`src/verilog/rv3_pkg.sv`:
```
// Shared types and encodings for the three-stage RV32I subset core
package rv3_pkg;

    typedef logic [31:0] word_t;    // Data or address word
    typedef logic [4:0]  reg_idx_t; // Architectural register index

    typedef enum logic [1:0] {
        ALU_ADD,
        ALU_SUB,
        ALU_AND,
        ALU_OR
    } alu_op_t;

    // Major opcodes of the supported instructions
    typedef enum logic [6:0] {
        OP     = 7'b0110011,
        OP_IMM = 7'b0010011,
        LOAD   = 7'b0000011,
        STORE  = 7'b0100011,
        BRANCH = 7'b1100011,
        JAL    = 7'b1101111,
        SYSTEM = 7'b1110011
    } opcode_t;

    localparam logic [2:0]  F3_ADD_SUB = 3'b000; // Also ADDI
    localparam logic [2:0]  F3_OR      = 3'b110;
    localparam logic [2:0]  F3_AND     = 3'b111;
    localparam logic [2:0]  F3_BEQ     = 3'b000;
    localparam logic [2:0]  F3_BNE     = 3'b001;
    localparam logic [2:0]  F3_WORD    = 3'b010; // LW and SW width
    localparam logic [11:0] EBREAK_IMM = 12'h001;

    typedef struct packed {
        logic [6:0] funct7;
        reg_idx_t   rs2;
        reg_idx_t   rs1;
        logic [2:0] funct3;
        reg_idx_t   rd;
        opcode_t    opcode;
    } r_fmt_t;

    typedef struct packed {
        logic [11:0] imm;
        reg_idx_t    rs1;
        logic [2:0]  funct3;
        reg_idx_t    rd;
        opcode_t     opcode;
    } i_fmt_t;

    typedef struct packed {
        logic [6:0] imm_hi;   // imm[11:5]
        reg_idx_t   rs2;
        reg_idx_t   rs1;
        logic [2:0] funct3;
        logic [4:0] imm_lo;   // imm[4:0]
        opcode_t    opcode;
    } s_fmt_t;

    typedef struct packed {
        logic       imm12;
        logic [5:0] imm10_5;
        reg_idx_t   rs2;
        reg_idx_t   rs1;
        logic [2:0] funct3;
        logic [3:0] imm4_1;
        logic       imm11;
        opcode_t    opcode;
    } b_fmt_t;

    typedef struct packed {
        logic       imm20;
        logic [9:0] imm10_1;
        logic       imm11;
        logic [7:0] imm19_12;
        reg_idx_t   rd;
        opcode_t    opcode;
    } j_fmt_t;

    // One instruction word, viewed in each encoding format
    typedef union packed {
        r_fmt_t r;
        i_fmt_t i;
        s_fmt_t s;
        b_fmt_t b;
        j_fmt_t j;
    } insn_u;

endpackage

```
`src/verilog/execute_stage.sv`:
```
// Execute stage that decodes, forwards, computes and resolves branches
module execute_stage import rv3_pkg::*; (
    input  logic     clk,
    input  logic     rst,
    input  word_t    insn_e,
    input  word_t    pc_e,
    input  logic     valid_e,
    input  word_t    rd1,
    input  word_t    rd2,
    output reg_idx_t ra1,
    output reg_idx_t ra2,
    output reg_idx_t rs1_e,
    output reg_idx_t rs2_e,
    output logic     uses_rs2_e,
    output logic     jump_e,
    output logic     branch_taken_e,
    output logic     ebreak_e,
    output word_t    target_e,
    input  reg_idx_t fwd_rd_m,
    input  word_t    fwd_val_m,
    input  logic     fwd_we_m,
    input  logic     ex_mem_stall,
    input  logic     ex_mem_flush,
    output reg_idx_t rd_m,
    output logic     reg_write_m,
    output logic     load_m,
    output logic     store_m,
    output logic     ebreak_m,
    output word_t    alu_m,
    output word_t    store_data_m
);

    insn_u   insn;
    opcode_t opc;
    logic    is_op, is_imm, is_load, is_store, is_branch, is_jal;
    logic    reg_write_e;
    word_t   imm_i, imm_s, imm_b, imm_j;
    word_t   op1, op2, op_b;
    alu_op_t alu_op;
    word_t   alu_res;

    assign insn = insn_e;
    assign opc  = insn.r.opcode;

    assign rs1_e = insn.r.rs1;
    assign rs2_e = insn.r.rs2;
    assign ra1   = rs1_e;
    assign ra2   = rs2_e;

    // Decode, qualified by the valid bit so bubbles do nothing
    assign is_op     = valid_e && opc == OP;
    assign is_imm    = valid_e && opc == OP_IMM;
    assign is_load   = valid_e && opc == LOAD && insn.i.funct3 == F3_WORD;
    assign is_store  = valid_e && opc == STORE && insn.s.funct3 == F3_WORD;
    assign is_branch = valid_e && opc == BRANCH;
    assign is_jal    = valid_e && opc == JAL;
    assign ebreak_e  = valid_e && opc == SYSTEM && insn.i.imm == EBREAK_IMM;
    assign uses_rs2_e = opc == OP || opc == STORE || opc == BRANCH;
    assign reg_write_e = is_op | is_imm | is_load | is_jal;

    assign imm_i = {{20{insn.i.imm[11]}}, insn.i.imm};
    assign imm_s = {{20{insn.s.imm_hi[6]}}, insn.s.imm_hi, insn.s.imm_lo};
    assign imm_b = {{19{insn.b.imm12}}, insn.b.imm12, insn.b.imm11,
                    insn.b.imm10_5, insn.b.imm4_1, 1'b0};
    assign imm_j = {{11{insn.j.imm20}}, insn.j.imm20, insn.j.imm19_12,
                    insn.j.imm11, insn.j.imm10_1, 1'b0};

    // Bypass from the memory stage on register match
    assign op1 = (fwd_we_m && fwd_rd_m != '0 && fwd_rd_m == rs1_e) ? fwd_val_m : rd1;
    assign op2 = (fwd_we_m && fwd_rd_m != '0 && fwd_rd_m == rs2_e) ? fwd_val_m : rd2;
    assign op_b = is_op ? op2 : (opc == STORE) ? imm_s : imm_i;

    always_comb begin
        alu_op = ALU_ADD;   // Loads, stores, ADDI
        if (is_op || is_imm) begin
            case (insn.r.funct3)
                F3_ADD_SUB: alu_op = (is_op && insn.r.funct7[5]) ? ALU_SUB : ALU_ADD;
                F3_AND:     alu_op = ALU_AND;
                F3_OR:      alu_op = ALU_OR;
                default:    alu_op = ALU_ADD;
            endcase
        end
    end

    always_comb begin
        case (alu_op)
            ALU_SUB: alu_res = op1 - op_b;
            ALU_AND: alu_res = op1 & op_b;
            ALU_OR:  alu_res = op1 | op_b;
            default: alu_res = op1 + op_b;
        endcase
    end

    // Branch compare on forwarded operands
    assign branch_taken_e = is_branch &&
                            ((insn.b.funct3 == F3_BEQ && op1 == op2) ||
                             (insn.b.funct3 == F3_BNE && op1 != op2));
    assign jump_e   = is_jal;
    assign target_e = pc_e + (is_jal ? imm_j : imm_b);

    always_ff @(posedge clk) begin
        if (rst) begin
            reg_write_m <= 1'b0;
            load_m      <= 1'b0;
            store_m     <= 1'b0;
            ebreak_m    <= 1'b0;
        end else if (!ex_mem_stall) begin
            reg_write_m <= reg_write_e & ~ex_mem_flush; // Flush inserts a bubble
            load_m      <= is_load & ~ex_mem_flush;
            store_m     <= is_store & ~ex_mem_flush;
            ebreak_m    <= ebreak_e & ~ex_mem_flush;
        end
    end

    always_ff @(posedge clk) begin
        if (!ex_mem_stall) begin
            rd_m         <= insn.r.rd;
            alu_m        <= is_jal ? pc_e + 32'd4 : alu_res; // Link address for JAL
            store_data_m <= op2;
        end
    end

endmodule

```
`src/verilog/fetch_stage.sv`:
```
// Fetch stage holding the PC and the fetch/execute pipeline register
module fetch_stage import rv3_pkg::*; #(
    parameter word_t RESET_PC = '0
) (
    input  logic  clk,
    input  logic  rst,
    input  logic  pc_en,
    input  logic  npc_sel,
    input  word_t target_e,
    input  logic  if_ex_stall,
    input  logic  if_ex_flush,
    input  logic  i_ready,
    input  word_t i_rdata,
    output logic  i_req,
    output word_t i_addr,
    output logic  i_busy,
    output word_t insn_e,
    output word_t pc_e,
    output logic  valid_e
);

    word_t pc;
    word_t pc_next;

    assign pc_next = npc_sel ? target_e : pc + 32'd4; // Predict not-taken
    assign i_req   = 1'b1;              // Request every cycle and drop unused words
    assign i_addr  = pc;
    assign i_busy  = i_req & ~i_ready;  // Word for this PC not back yet

    always_ff @(posedge clk) begin
        if (rst) begin
            pc <= RESET_PC;
        end else if (pc_en) begin
            pc <= pc_next;
        end
    end

    // Bubble on flush or when the port had no word
    always_ff @(posedge clk) begin
        if (rst) begin
            valid_e <= 1'b0;
        end else if (!if_ex_stall) begin
            valid_e <= ~if_ex_flush & i_req & i_ready;
        end
    end

    always_ff @(posedge clk) begin
        if (!if_ex_stall) begin
            insn_e <= i_rdata;
            pc_e   <= pc;   // PC travels with its word
        end
    end

endmodule

```
`src/verilog/hazard_unit.sv`:
```
// Hazard unit deciding stall, flush and PC redirect for the three stages
module hazard_unit import rv3_pkg::*; (
    input  logic     i_busy,
    input  reg_idx_t rs1_e,
    input  reg_idx_t rs2_e,
    input  logic     uses_rs2_e,
    input  logic     jump_e,
    input  logic     branch_taken_e,
    input  logic     ebreak_e,
    input  reg_idx_t rd_m,
    input  logic     reg_write_m,
    input  logic     load_m,
    input  logic     d_busy_m,
    input  logic     halted,
    output logic     pc_en,
    output logic     npc_sel,
    output logic     if_ex_stall,
    output logic     if_ex_flush,
    output logic     ex_mem_stall,
    output logic     ex_mem_flush
);

    logic rs1_match;
    logic rs2_match;
    logic load_use;
    logic control;

    assign rs1_match = (rs1_e == rd_m) && (rd_m != '0);
    assign rs2_match = uses_rs2_e && (rs2_e == rd_m) && (rd_m != '0);
    assign load_use  = load_m && reg_write_m && (rs1_match || rs2_match); // Load data not forwardable

    // Redirect only with valid operands and a live core
    assign control = (jump_e || branch_taken_e) && !load_use && !halted;
    assign npc_sel = control;

    // Later-stage stall implies earlier-stage stall
    assign ex_mem_stall = d_busy_m     // Slow data slave freezes all
                       || halted;
    assign if_ex_stall  = ex_mem_stall
                       || load_use;     // Hold consumer until the load writes back

    // Flush loses to a stall of the same register
    assign if_ex_flush  = (control      // Drop the not-taken path word
                       || i_busy)       // No word this cycle, insert bubble
                       && !if_ex_stall;

    // Bubble behind a load-use stall; the resolving branch or jump still retires
    assign ex_mem_flush = if_ex_stall && !ex_mem_stall;

    // PC moves on a redirect or when fetch hands off a word
    assign pc_en = control
                || !(ex_mem_stall || if_ex_stall || i_busy
                     || ebreak_e);      // Stop fetching past EBREAK

endmodule

```
`src/verilog/mem_stage.sv`:
```
// Memory stage with an AXI4-Lite master for loads and stores and the writeback port
module mem_stage import rv3_pkg::*; (
    input  logic       clk,
    input  logic       rst,
    input  reg_idx_t   rd_m,
    input  logic       reg_write_m,
    input  logic       load_m,
    input  logic       store_m,
    input  logic       ebreak_m,
    input  word_t      alu_m,
    input  word_t      store_data_m,
    output word_t      awaddr,
    output logic       awvalid,
    input  logic       awready,
    output word_t      wdata,
    output logic [3:0] wstrb,
    output logic       wvalid,
    input  logic       wready,
    input  logic [1:0] bresp,
    input  logic       bvalid,
    output logic       bready,
    output word_t      araddr,
    output logic       arvalid,
    input  logic       arready,
    input  word_t      rdata,
    input  logic [1:0] rresp,
    input  logic       rvalid,
    output logic       rready,
    output logic       d_busy_m,
    output logic       we,
    output reg_idx_t   wa,
    output word_t      wd,
    output word_t      fwd_val_m,
    output logic       halted
);

    typedef enum logic [1:0] {ST_IDLE, ST_ADDR, ST_RESP} state_t;

    state_t state, state_next;
    logic   aw_done, w_done, ar_done;   // Channel handshakes already taken
    logic   halt_q;
    logic   issue;
    logic   addr_ok;
    logic   resp_hs;
    logic   bus_err;

    assign issue   = state != ST_RESP && !halt_q;
    assign awvalid = store_m & issue & ~aw_done;    // AW and W rise together
    assign wvalid  = store_m & issue & ~w_done;
    assign arvalid = load_m & issue & ~ar_done;
    assign awaddr  = alu_m;
    assign araddr  = alu_m;
    assign wdata   = store_data_m;
    assign wstrb   = 4'b1111;       // Word accesses only
    assign bready  = store_m;
    assign rready  = load_m;

    // All request channels complete by the end of this cycle
    assign addr_ok = load_m ? (ar_done | (arvalid & arready))
                            : ((aw_done | (awvalid & awready)) & (w_done | (wvalid & wready)));
    assign resp_hs = state == ST_RESP && (load_m ? rvalid : bvalid);
    assign bus_err = load_m ? rresp[1] : bresp[1];  // SLVERR or DECERR
    assign d_busy_m = (load_m | store_m) & ~resp_hs;

    always_comb begin
        state_next = state;
        case (state)
            ST_IDLE, ST_ADDR: begin
                if ((load_m || store_m) && !halt_q) begin
                    state_next = addr_ok ? ST_RESP : ST_ADDR;
                end
            end
            ST_RESP: if (resp_hs) state_next = ST_IDLE;
            default: state_next = ST_IDLE;
        endcase
    end

    always_ff @(posedge clk) begin
        if (rst) begin
            state   <= ST_IDLE;
            aw_done <= 1'b0;
            w_done  <= 1'b0;
            ar_done <= 1'b0;
            halt_q  <= 1'b0;
        end else begin
            state   <= state_next;
            aw_done <= state_next == ST_ADDR && (aw_done || (awvalid && awready));
            w_done  <= state_next == ST_ADDR && (w_done || (wvalid && wready));
            ar_done <= state_next == ST_ADDR && (ar_done || (arvalid && arready));
            halt_q  <= halt_q | ebreak_m | (resp_hs & bus_err); // Stays set after EBREAK or bus error
        end
    end

    // ALU results retire in one cycle, loads on the read response
    assign we        = reg_write_m & ~halt_q & (~load_m | resp_hs);
    assign wa        = rd_m;
    assign wd        = load_m ? rdata : alu_m;
    assign fwd_val_m = alu_m;
    assign halted    = halt_q | ebreak_m;   // Freezes the pipe from EBREAK's memory cycle

endmodule

```
`src/verilog/reg_file.sv`:
```
// Register file with 32 words, two read ports and one write port
module reg_file import rv3_pkg::*; (
    input  logic     clk,
    input  logic     rst,
    input  reg_idx_t ra1,
    input  reg_idx_t ra2,
    output word_t    rd1,
    output word_t    rd2,
    input  logic     we,
    input  reg_idx_t wa,
    input  word_t    wd
);

    word_t regs [32];

    always_ff @(posedge clk) begin
        if (rst) begin
            for (int k = 0; k < 32; k++) begin
                regs[k] <= '0;
            end
        end else if (we && wa != '0) begin   // x0 stays zero
            regs[wa] <= wd;
        end
    end

    // Write-through so writeback and read in one cycle agree
    assign rd1 = (ra1 == '0) ? '0 : (we && wa == ra1) ? wd : regs[ra1];
    assign rd2 = (ra2 == '0) ? '0 : (we && wa == ra2) ? wd : regs[ra2];

endmodule

```
`src/verilog/rv3_core_top.sv`:
```
// Top of the three-stage RV32I subset core with instruction and AXI4-Lite data ports
module rv3_core_top import rv3_pkg::*; #(
    parameter word_t RESET_PC = 32'h0000_0000
) (
    input  logic       clk,
    input  logic       rst,
    output logic       i_req,
    output word_t      i_addr,
    input  word_t      i_rdata,
    input  logic       i_ready,
    output word_t      awaddr,
    output logic       awvalid,
    input  logic       awready,
    output word_t      wdata,
    output logic [3:0] wstrb,
    output logic       wvalid,
    input  logic       wready,
    input  logic [1:0] bresp,
    input  logic       bvalid,
    output logic       bready,
    output word_t      araddr,
    output logic       arvalid,
    input  logic       arready,
    input  word_t      rdata,
    input  logic [1:0] rresp,
    input  logic       rvalid,
    output logic       rready,
    output logic       halted
);

    // Hazard control
    logic     pc_en, npc_sel, if_ex_stall, if_ex_flush, ex_mem_stall, ex_mem_flush;
    logic     i_busy;
    // Fetch/execute register
    word_t    insn_e, pc_e;
    logic     valid_e;
    // Execute outputs
    reg_idx_t ra1, ra2, rs1_e, rs2_e;
    word_t    rd1, rd2, target_e;
    logic     uses_rs2_e, jump_e, branch_taken_e, ebreak_e;
    // Execute/memory register
    reg_idx_t rd_m;
    logic     reg_write_m, load_m, store_m, ebreak_m;
    word_t    alu_m, store_data_m;
    // Memory stage and writeback
    logic     d_busy_m, we;
    reg_idx_t wa;
    word_t    wd, fwd_val_m;

    fetch_stage #(.RESET_PC(RESET_PC)) fetch_stage_inst (
        .clk, .rst, .pc_en, .npc_sel, .target_e, .if_ex_stall, .if_ex_flush,
        .i_ready, .i_rdata, .i_req, .i_addr, .i_busy, .insn_e, .pc_e, .valid_e
    );

    reg_file reg_file_inst (
        .clk, .rst, .ra1, .ra2, .rd1, .rd2, .we, .wa, .wd
    );

    execute_stage execute_stage_inst (
        .clk, .rst, .insn_e, .pc_e, .valid_e, .rd1, .rd2, .ra1, .ra2,
        .rs1_e, .rs2_e, .uses_rs2_e, .jump_e, .branch_taken_e, .ebreak_e, .target_e,
        .fwd_rd_m(rd_m), .fwd_val_m, .fwd_we_m(reg_write_m),   // Bypass from memory stage
        .ex_mem_stall, .ex_mem_flush,
        .rd_m, .reg_write_m, .load_m, .store_m, .ebreak_m, .alu_m, .store_data_m
    );

    mem_stage mem_stage_inst (
        .clk, .rst, .rd_m, .reg_write_m, .load_m, .store_m, .ebreak_m, .alu_m, .store_data_m,
        .awaddr, .awvalid, .awready, .wdata, .wstrb, .wvalid, .wready,
        .bresp, .bvalid, .bready, .araddr, .arvalid, .arready,
        .rdata, .rresp, .rvalid, .rready,
        .d_busy_m, .we, .wa, .wd, .fwd_val_m, .halted
    );

    hazard_unit hazard_unit_inst (
        .i_busy, .rs1_e, .rs2_e, .uses_rs2_e, .jump_e, .branch_taken_e, .ebreak_e,
        .rd_m, .reg_write_m, .load_m, .d_busy_m, .halted,
        .pc_en, .npc_sel, .if_ex_stall, .if_ex_flush, .ex_mem_stall, .ex_mem_flush
    );

endmodule

```
`config.mk`:
```
export PLATFORM = sky130hd
export DESIGN_NAME = rv3_core_top
export DESIGN_NICKNAME = d
export VERILOG_FILES = /design/src/verilog/rv3_pkg.sv /design/src/verilog/execute_stage.sv /design/src/verilog/fetch_stage.sv /design/src/verilog/hazard_unit.sv /design/src/verilog/mem_stage.sv /design/src/verilog/reg_file.sv /design/src/verilog/rv3_core_top.sv
export SDC_FILE = /design/constraint.sdc
export NUM_CORES = 2
export LEC_CHECK = 0
export BUFFER_PORTS_ARGS = -buffer_cell sky130_fd_sc_hd__buf_4
export CORE_MARGIN = 2
export CORE_UTILIZATION = 40
export DETAILED_ROUTE_END_ITERATION = 8
export PLACE_DENSITY = 0.56
export SLEW_MARGIN = 20
export SYNTH_ARGS = -nofsm -noshare
export SYNTH_HDL_FRONTEND = slang
export SYNTH_SLANG_ARGS = --single-unit
```
`constraint.sdc`:
```
create_clock -name clk -period 9 [get_ports clk]
set_input_delay 0.45 -clock clk [delete_from_list [all_inputs] [get_ports clk]]
set_output_delay 0.45 -clock clk [all_outputs]
set_load 0.05 [all_outputs]
```
After elaboration in Yosys (flattened, before gate mapping)
Memory sizes are Yosys's and may differ from the RTL's. A register that Yosys moved wholly into a read port is not among the register bits.
Cells that the tools add are included.
Word-level totals
  bits in registers: 176
  logic and storage cells: 187
  bits of input ports: 76
  memories: 1
  output and inout port bits: 139
  RAM bits: 1024
Memories
  reg_file_inst.regs: depth 32, bits a word 32, read ports 2, clocked after memory_dff 2, wr ports 32, line reg_file.sv:14  | word_t regs [32];
Cells by class
  eq/ne operators: 25
  reduce and logical (&&, ||, !) cells: 68
  multiplexer cells: 33
  $add $sub $neg: 5
  bitwise operators: 39
Operators with widths (count)
  32-bit 2-to-1 mux: 11
  32-bit case mux with 3 select lines: 1
  32-bit by 3-bit adder with 32-bit output, second input constant: 2
  32-bit adder: 2
  1-bit logical AND: 38
  32-bit AND: 1
  32-bit equality test: 1
  32-bit != test: 1
  32-bit OR: 1
  32-bit OR reduction: 1
  32-bit subtractor: 1
  7-bit equality test, second input constant: 3
  5-bit equality test: 4
  20-bit 2-to-1 mux: 1
  5-bit 2-to-1 mux: 4
  1-bit AND: 18
  1-bit logical OR: 17
  7-bit by 6-bit equality test with 1-bit output, second input constant: 2
  12-bit by 1-bit equality test with 1-bit output, second input constant: 1
  5-bit zero test: 2
  1-bit 2-to-1 mux: 10
  1-bit OR: 10
  1-bit inverter: 9
  2-bit 2-to-1 mux: 4
  other kinds (15): 25

Depth between registers and ports, before layout
  word-level depth: 19
  gate-level depth with buffers: 34
  mapped depth without buffers: 26

Modules after synthesis
Synthesis repeated with hierarchy kept, for this count alone.
Unflattened totals
  cell total of the unflattened synthesis: 5554
  area total of the unflattened synthesis: 70785.4 um2
By module, submodules not included
  reg_file: cells each 3740, area an instance 54722.5 um2, times used 1, sequential area each 30749.5 um2
  execute_stage: cells each 1198, area an instance 9789.4 um2, times used 1, sequential area each 2152.1 um2
  fetch_stage: cells each 363, area an instance 4230.3 um2, times used 1, sequential area each 2582.5 um2
  mem_stage: cells each 226, area an instance 1829.3 um2, times used 1, sequential area each 120.1 um2
  hazard_unit: cells each 27, area an instance 214.0 um2, times used 1, sequential area each 0.0 um2

Worst setup path before layout
No wires, ideal clock.
  path kind: reg-to-reg
  start: register (tool-made name)
  end: register execute_stage_inst.alu_m[31] (data pin)
  slack: 2733 ps
  required time: 8739 ps
  path buffers: 8
  cell stages (with the launch flop): 33
  arrival time: 6006 ps
  cell sequence: dfxtp_1 -> buf_2 -> buf_4 -> buf_4 -> buf_2 -> buf_6 -> clkbuf_4 -> buf_1 -> mux2i_1 -> mux2i_1 -> o22ai_1 -> o21ai_1 -> a21o_2 -> inv_1 -> ha_1 -> inv_1 -> or3_1 -> or3b_1 -> clkbuf_1 -> nor4_1 -> a21oi_1 -> xnor2_1 -> nand2_1 -> o21ai_1 -> ha_1 -> a21o_1 -> a211oi_1 -> nand2b_1 -> o21a_1 -> a31oi_1 -> o21ai_0 -> xnor2_1 -> o21ai_1
RTL lines
  to (signal assigned): line execute_stage.sv:118  | alu_m <= is_jal ? pc_e + 32'd4 : alu_res;
  to (decl): line execute_stage.sv:29  | output word_t alu_m,

==> summary.txt <==
Logic synthesis
  – Yosys cell types: 104
  – Ys async rst share: 0
  – Warning count from the yosys run: 0
  – Register area share after synthesis: 0.539
  – Ys flop type: edfxtp_1
  – Avg Cell Area, Syn: 13.3 um^2
  – Mapped Area: 0.0664 mm^2
  – Cell count after synthesis: 5007
  – EDFF count, synth: 1157
  – Flops & latches, synth: 1210

Power
  – Sw Ratio: 0.327
  – Pleak: 27.1 nW
  – Clock power frac: 0.356
  – Power Internal: 10.9 mW
  – Peak supply drop: 0.000222 V
  – Power per Cell Area: 213 mW/mm^2
  – Switching pwr: 5.28 mW
  – Share of power burned in registers: 0.428
  – Combinational power share: 0.216

Clock tree
  – CTS tree: built
  – Clock-pin slew on the worst setup and hold paths: 0.07 ns
  – Cts bufs inserted: 138
  – Post-CTS setup repair buffer count: 0
  – Post-CTS Resized: 0
  – Worst-case clock buffer depth: 3
  – Worst-Skew Late Latency: 0.80 ns
  – H-tree depth: 4
  – Clk sinks: 1210
  – Root buf cell: clkbuf_16

Drt
  – Antenna-violating nets left: 0
  – DR iter-0 viols: 7128
  – Detailed Route WL: 254000 um
  – Via/cell ratio: 6.35
  – Total number of vias: 47199
  – Drt wl/cell: 34.1 um
  – DRC Markers: 0
  – DR pass1 iterations: 8

Worst setup path
  – Worst setup SP type: register
  – Worst endpoint data arrival time: 8.15 ns
  – Critical Path RT: 9.54 ns
  – Worst Path Max Fanout: 48
  – Reg-to-reg critical path endpoint: execute_stage_inst.alu_m[31]
  – Reg2reg path depth: 22
  – Worst R2R Setup Slack: 1.39 ns
  – Setup crit end kind: register
  – Setup CP Type: reg2reg

Timing
  – Setup ws final: 1.39 ns
  – Max_slew headroom: 0.130
  – Highest Clock Rate: 131 MHz
  – Clk_skew: 0.0278 ns
  – Period minus WS final: 7.61 ns
  – Final hold vios: 0
  – Final setup violation count: 0
  – RSZ-0062 raised after global routing: no
  – Post-route setup TNS: 0 ns
  – Slew @ Worst Pin: 1.30 ns
  – Final Cycle Share: 0.846
  – Pins Over Slew Limit: 0

Place
  – Pre-CTS setup slack: 1.58 ns
  – Placed Cells: 7139
  – Post-DP HPWL: 162000 um
  – Count of input and output buffers: 207
  – Placer Congestion: 0.971

Die
  – Ports: 215
  – # rows: 149
  – Die area: 0.169 mm^2
  – CORE AREA: 0.165 mm^2
  – Chip Width: 411 um
  – Die height: 411 um
  – Initial Utilization: 0.403

Layout
  – Non-Filler Instances: 7432
  – Nets: 5273
  – Share of layout cells above drive strength 1: 0.246
  – Layout area overhead: 13.9%

Global routing
  – Vias in the first global route: 45747
  – Global Route Usage Sum: 0.298
  – Global-route wire length before repair: 354000 um
  – Largest net degree at the start of global routing: 84
  – Grt ovf: 0
  – Initial antenna violation count: 6

Min path
  – WHS Path Cells: 4
  – Hold_sp: bvalid
  – Hold Crit Class: in2reg
  – Hold EP: mem_stage_inst.state[1]

Status
  – Status: finished, final reports clean

Run
  – MaxCap Viol Count: 0
==> worst max-delay path by stage <==
stage	start	to	slack [ns]	depth (start not counted)
after floorplan	register	execute_stage_inst.alu_m[31]	2.73	32
after global placement	register	execute_stage_inst.alu_m[30]	1.54	23
after detailed placement	register	execute_stage_inst.alu_m[30]	1.58	23
after CTS	register	execute_stage_inst.alu_m[30]	1.55	23
after global routing	register	execute_stage_inst.alu_m[31]	1.14	22
final	register	execute_stage_inst.alu_m[31]	1.39	22
==> kinds of logic after synthesis <==
logic type,count (synthesis),share of synthesized area
mux,682,0.209
fa+ha+maj,95,0.0171
simple gates,1699,0.106
compound gates,637,0.0669
flops,1210,0.539
other cells,2,0.000113
buf+inv,516,0.0387
xor+xnor,166,0.0219
==> routing by layer <==
metal  global-route usage  part of all wire  up-vias
li1                     -                 -    19310
met1                0.383              0.37    24073
met2                0.462              0.46     3131
met3               0.0699              0.11      675
met4                0.169             0.066       10
met5              0.00141           0.00039        -
==> cell usage in the layout (no fill, tap or decap), drive strengths merged, types with 15 or more instances in the layout <==
cell type,n
a21o,56
o211ai,15
conb,37
nand2b,24
clkbuf,183
dlygate4sd3,35
ha,66
inv,40
nand3,64
nand2,254
a21oi,113
nor4,16
a22oi,52
mux2i,115
dfxtp,53
nand4,20
mux4,553
o31ai,31
nor3,37
nor2b,20
and2,18
clkinv,47
xnor2,95
buf,393
a211oi,65
xor2,71
a211o,15
a31oi,20
edfxtp,1157
nor2,1174
o21ai,93
maj3,27
and3,23
o22ai,56
==> cell type report <==
type,count,area [um^2]
Multi-Input combinational cell,3316,28800
Fill cell,14691,89200
Timing Repair Buffer,428,3570
Clock buffer,183,3710
Sequential cell,1210,35800
Antenna cell,2,5.00
Tap cell,2189,2740
Inverter,35,134
Clock inverter,69,800
==> stage by stage <==
| stage | utilization | instance area, um^2 | hold WS (ns) | power, mW |
|---|---|---|---|---|
| 4_1_cts | 0.458 | 75500 | 0.00232 | 16.1 |
| 3_3_place_gp | 0.428 | 70600 | 0.454 | 10.4 |
| 2_1_floorplan | - | 66500 | 0.437 | 8.89 |
| 6_report | 0.459 | 75600 | 0.0426 | 16.1 |
| 3_5_place_dp | 0.429 | 70600 | 0.457 | 10.4 |
| 5_1_grt | 0.459 | 75600 | 0.0360 | 16.5 |
==> critical path: stages, from the launching register on <==
cell and delay (ns):
dfxtp_4 0.89, buf_12 0.34, buf_4 0.48, nand2b_1 0.58
o221ai_1 0.55, a211oi_1 0.72, o31a_1 0.33, a211o_1 0.20
nor4b_4 0.08, or3b_1 0.34, o21ai_0 0.18, xor2_1 0.21
ha_1 0.39, a211oi_1 0.38, a21oi_1 0.14, a21boi_0 0.20
a21o_1 0.18, o31ai_1 0.12, o21a_1 0.23, a31oi_1 0.28
o21ai_0 0.14, xnor2_1 0.18, o21ai_1 0.09
==> synth_stat cells, types with 35 or more instances <==
| library cell | count | area (um^2) |
|---|---|---|
| mux2i_1 | 115 | 1150 |
| o21ai_0 | 82 | 410 |
| a21oi_1 | 111 | 556 |
| clkbuf_1 | 290 | 1090 |
| dfxtp_1 | 53 | 1060 |
| a21o_1 | 52 | 390 |
| nand2_1 | 253 | 950 |
| buf_4 | 63 | 473 |
| o22ai_1 | 55 | 344 |
| nor2_1 | 1172 | 4400 |
| ha_1 | 66 | 826 |
| xnor2_1 | 95 | 832 |
| xor2_1 | 71 | 622 |
| a22oi_1 | 52 | 390 |
| nand3_1 | 64 | 320 |
| mux4_2 | 515 | 11600 |
| buf_2 | 64 | 320 |
| nor3_1 | 35 | 175 |
| a211oi_1 | 63 | 473 |
| edfxtp_1 | 1157 | 34700 |
==> power groups by stage <==
stage	Sequential, mW	Combinational [mW]	Clock, mW
after global routing	6.92	3.59	6.01
after floorplan	6.97	1.92	0
after detailed placement	7.02	3.38	0
after global placement	7.00	3.35	0
after CTS	6.90	3.40	5.79
final	6.91	3.48	5.74
==> flip-flops by register name, summed over array words and instances, names as in the netlist, 2 cells and up, named ones only <==
| register | flops |
|---|---|
| reg_file_inst.regs | 1024 |
| execute_stage_inst.alu_m | 32 |
| execute_stage_inst.store_data_m | 32 |
| fetch_stage_inst.i_addr | 32 |
| fetch_stage_inst.insn_e | 32 |
| fetch_stage_inst.pc_e | 32 |
| execute_stage_inst.rd_m | 5 |
| mem_stage_inst.state | 2 |
==> timing repair <==
action,4_1_cts,5_1_grt
endpoints found under the setup margin,0,0
hold buffers,35,0
endpoints found under the hold margin,45,0
Note: power is estimated with default switching activity, not from simulation.
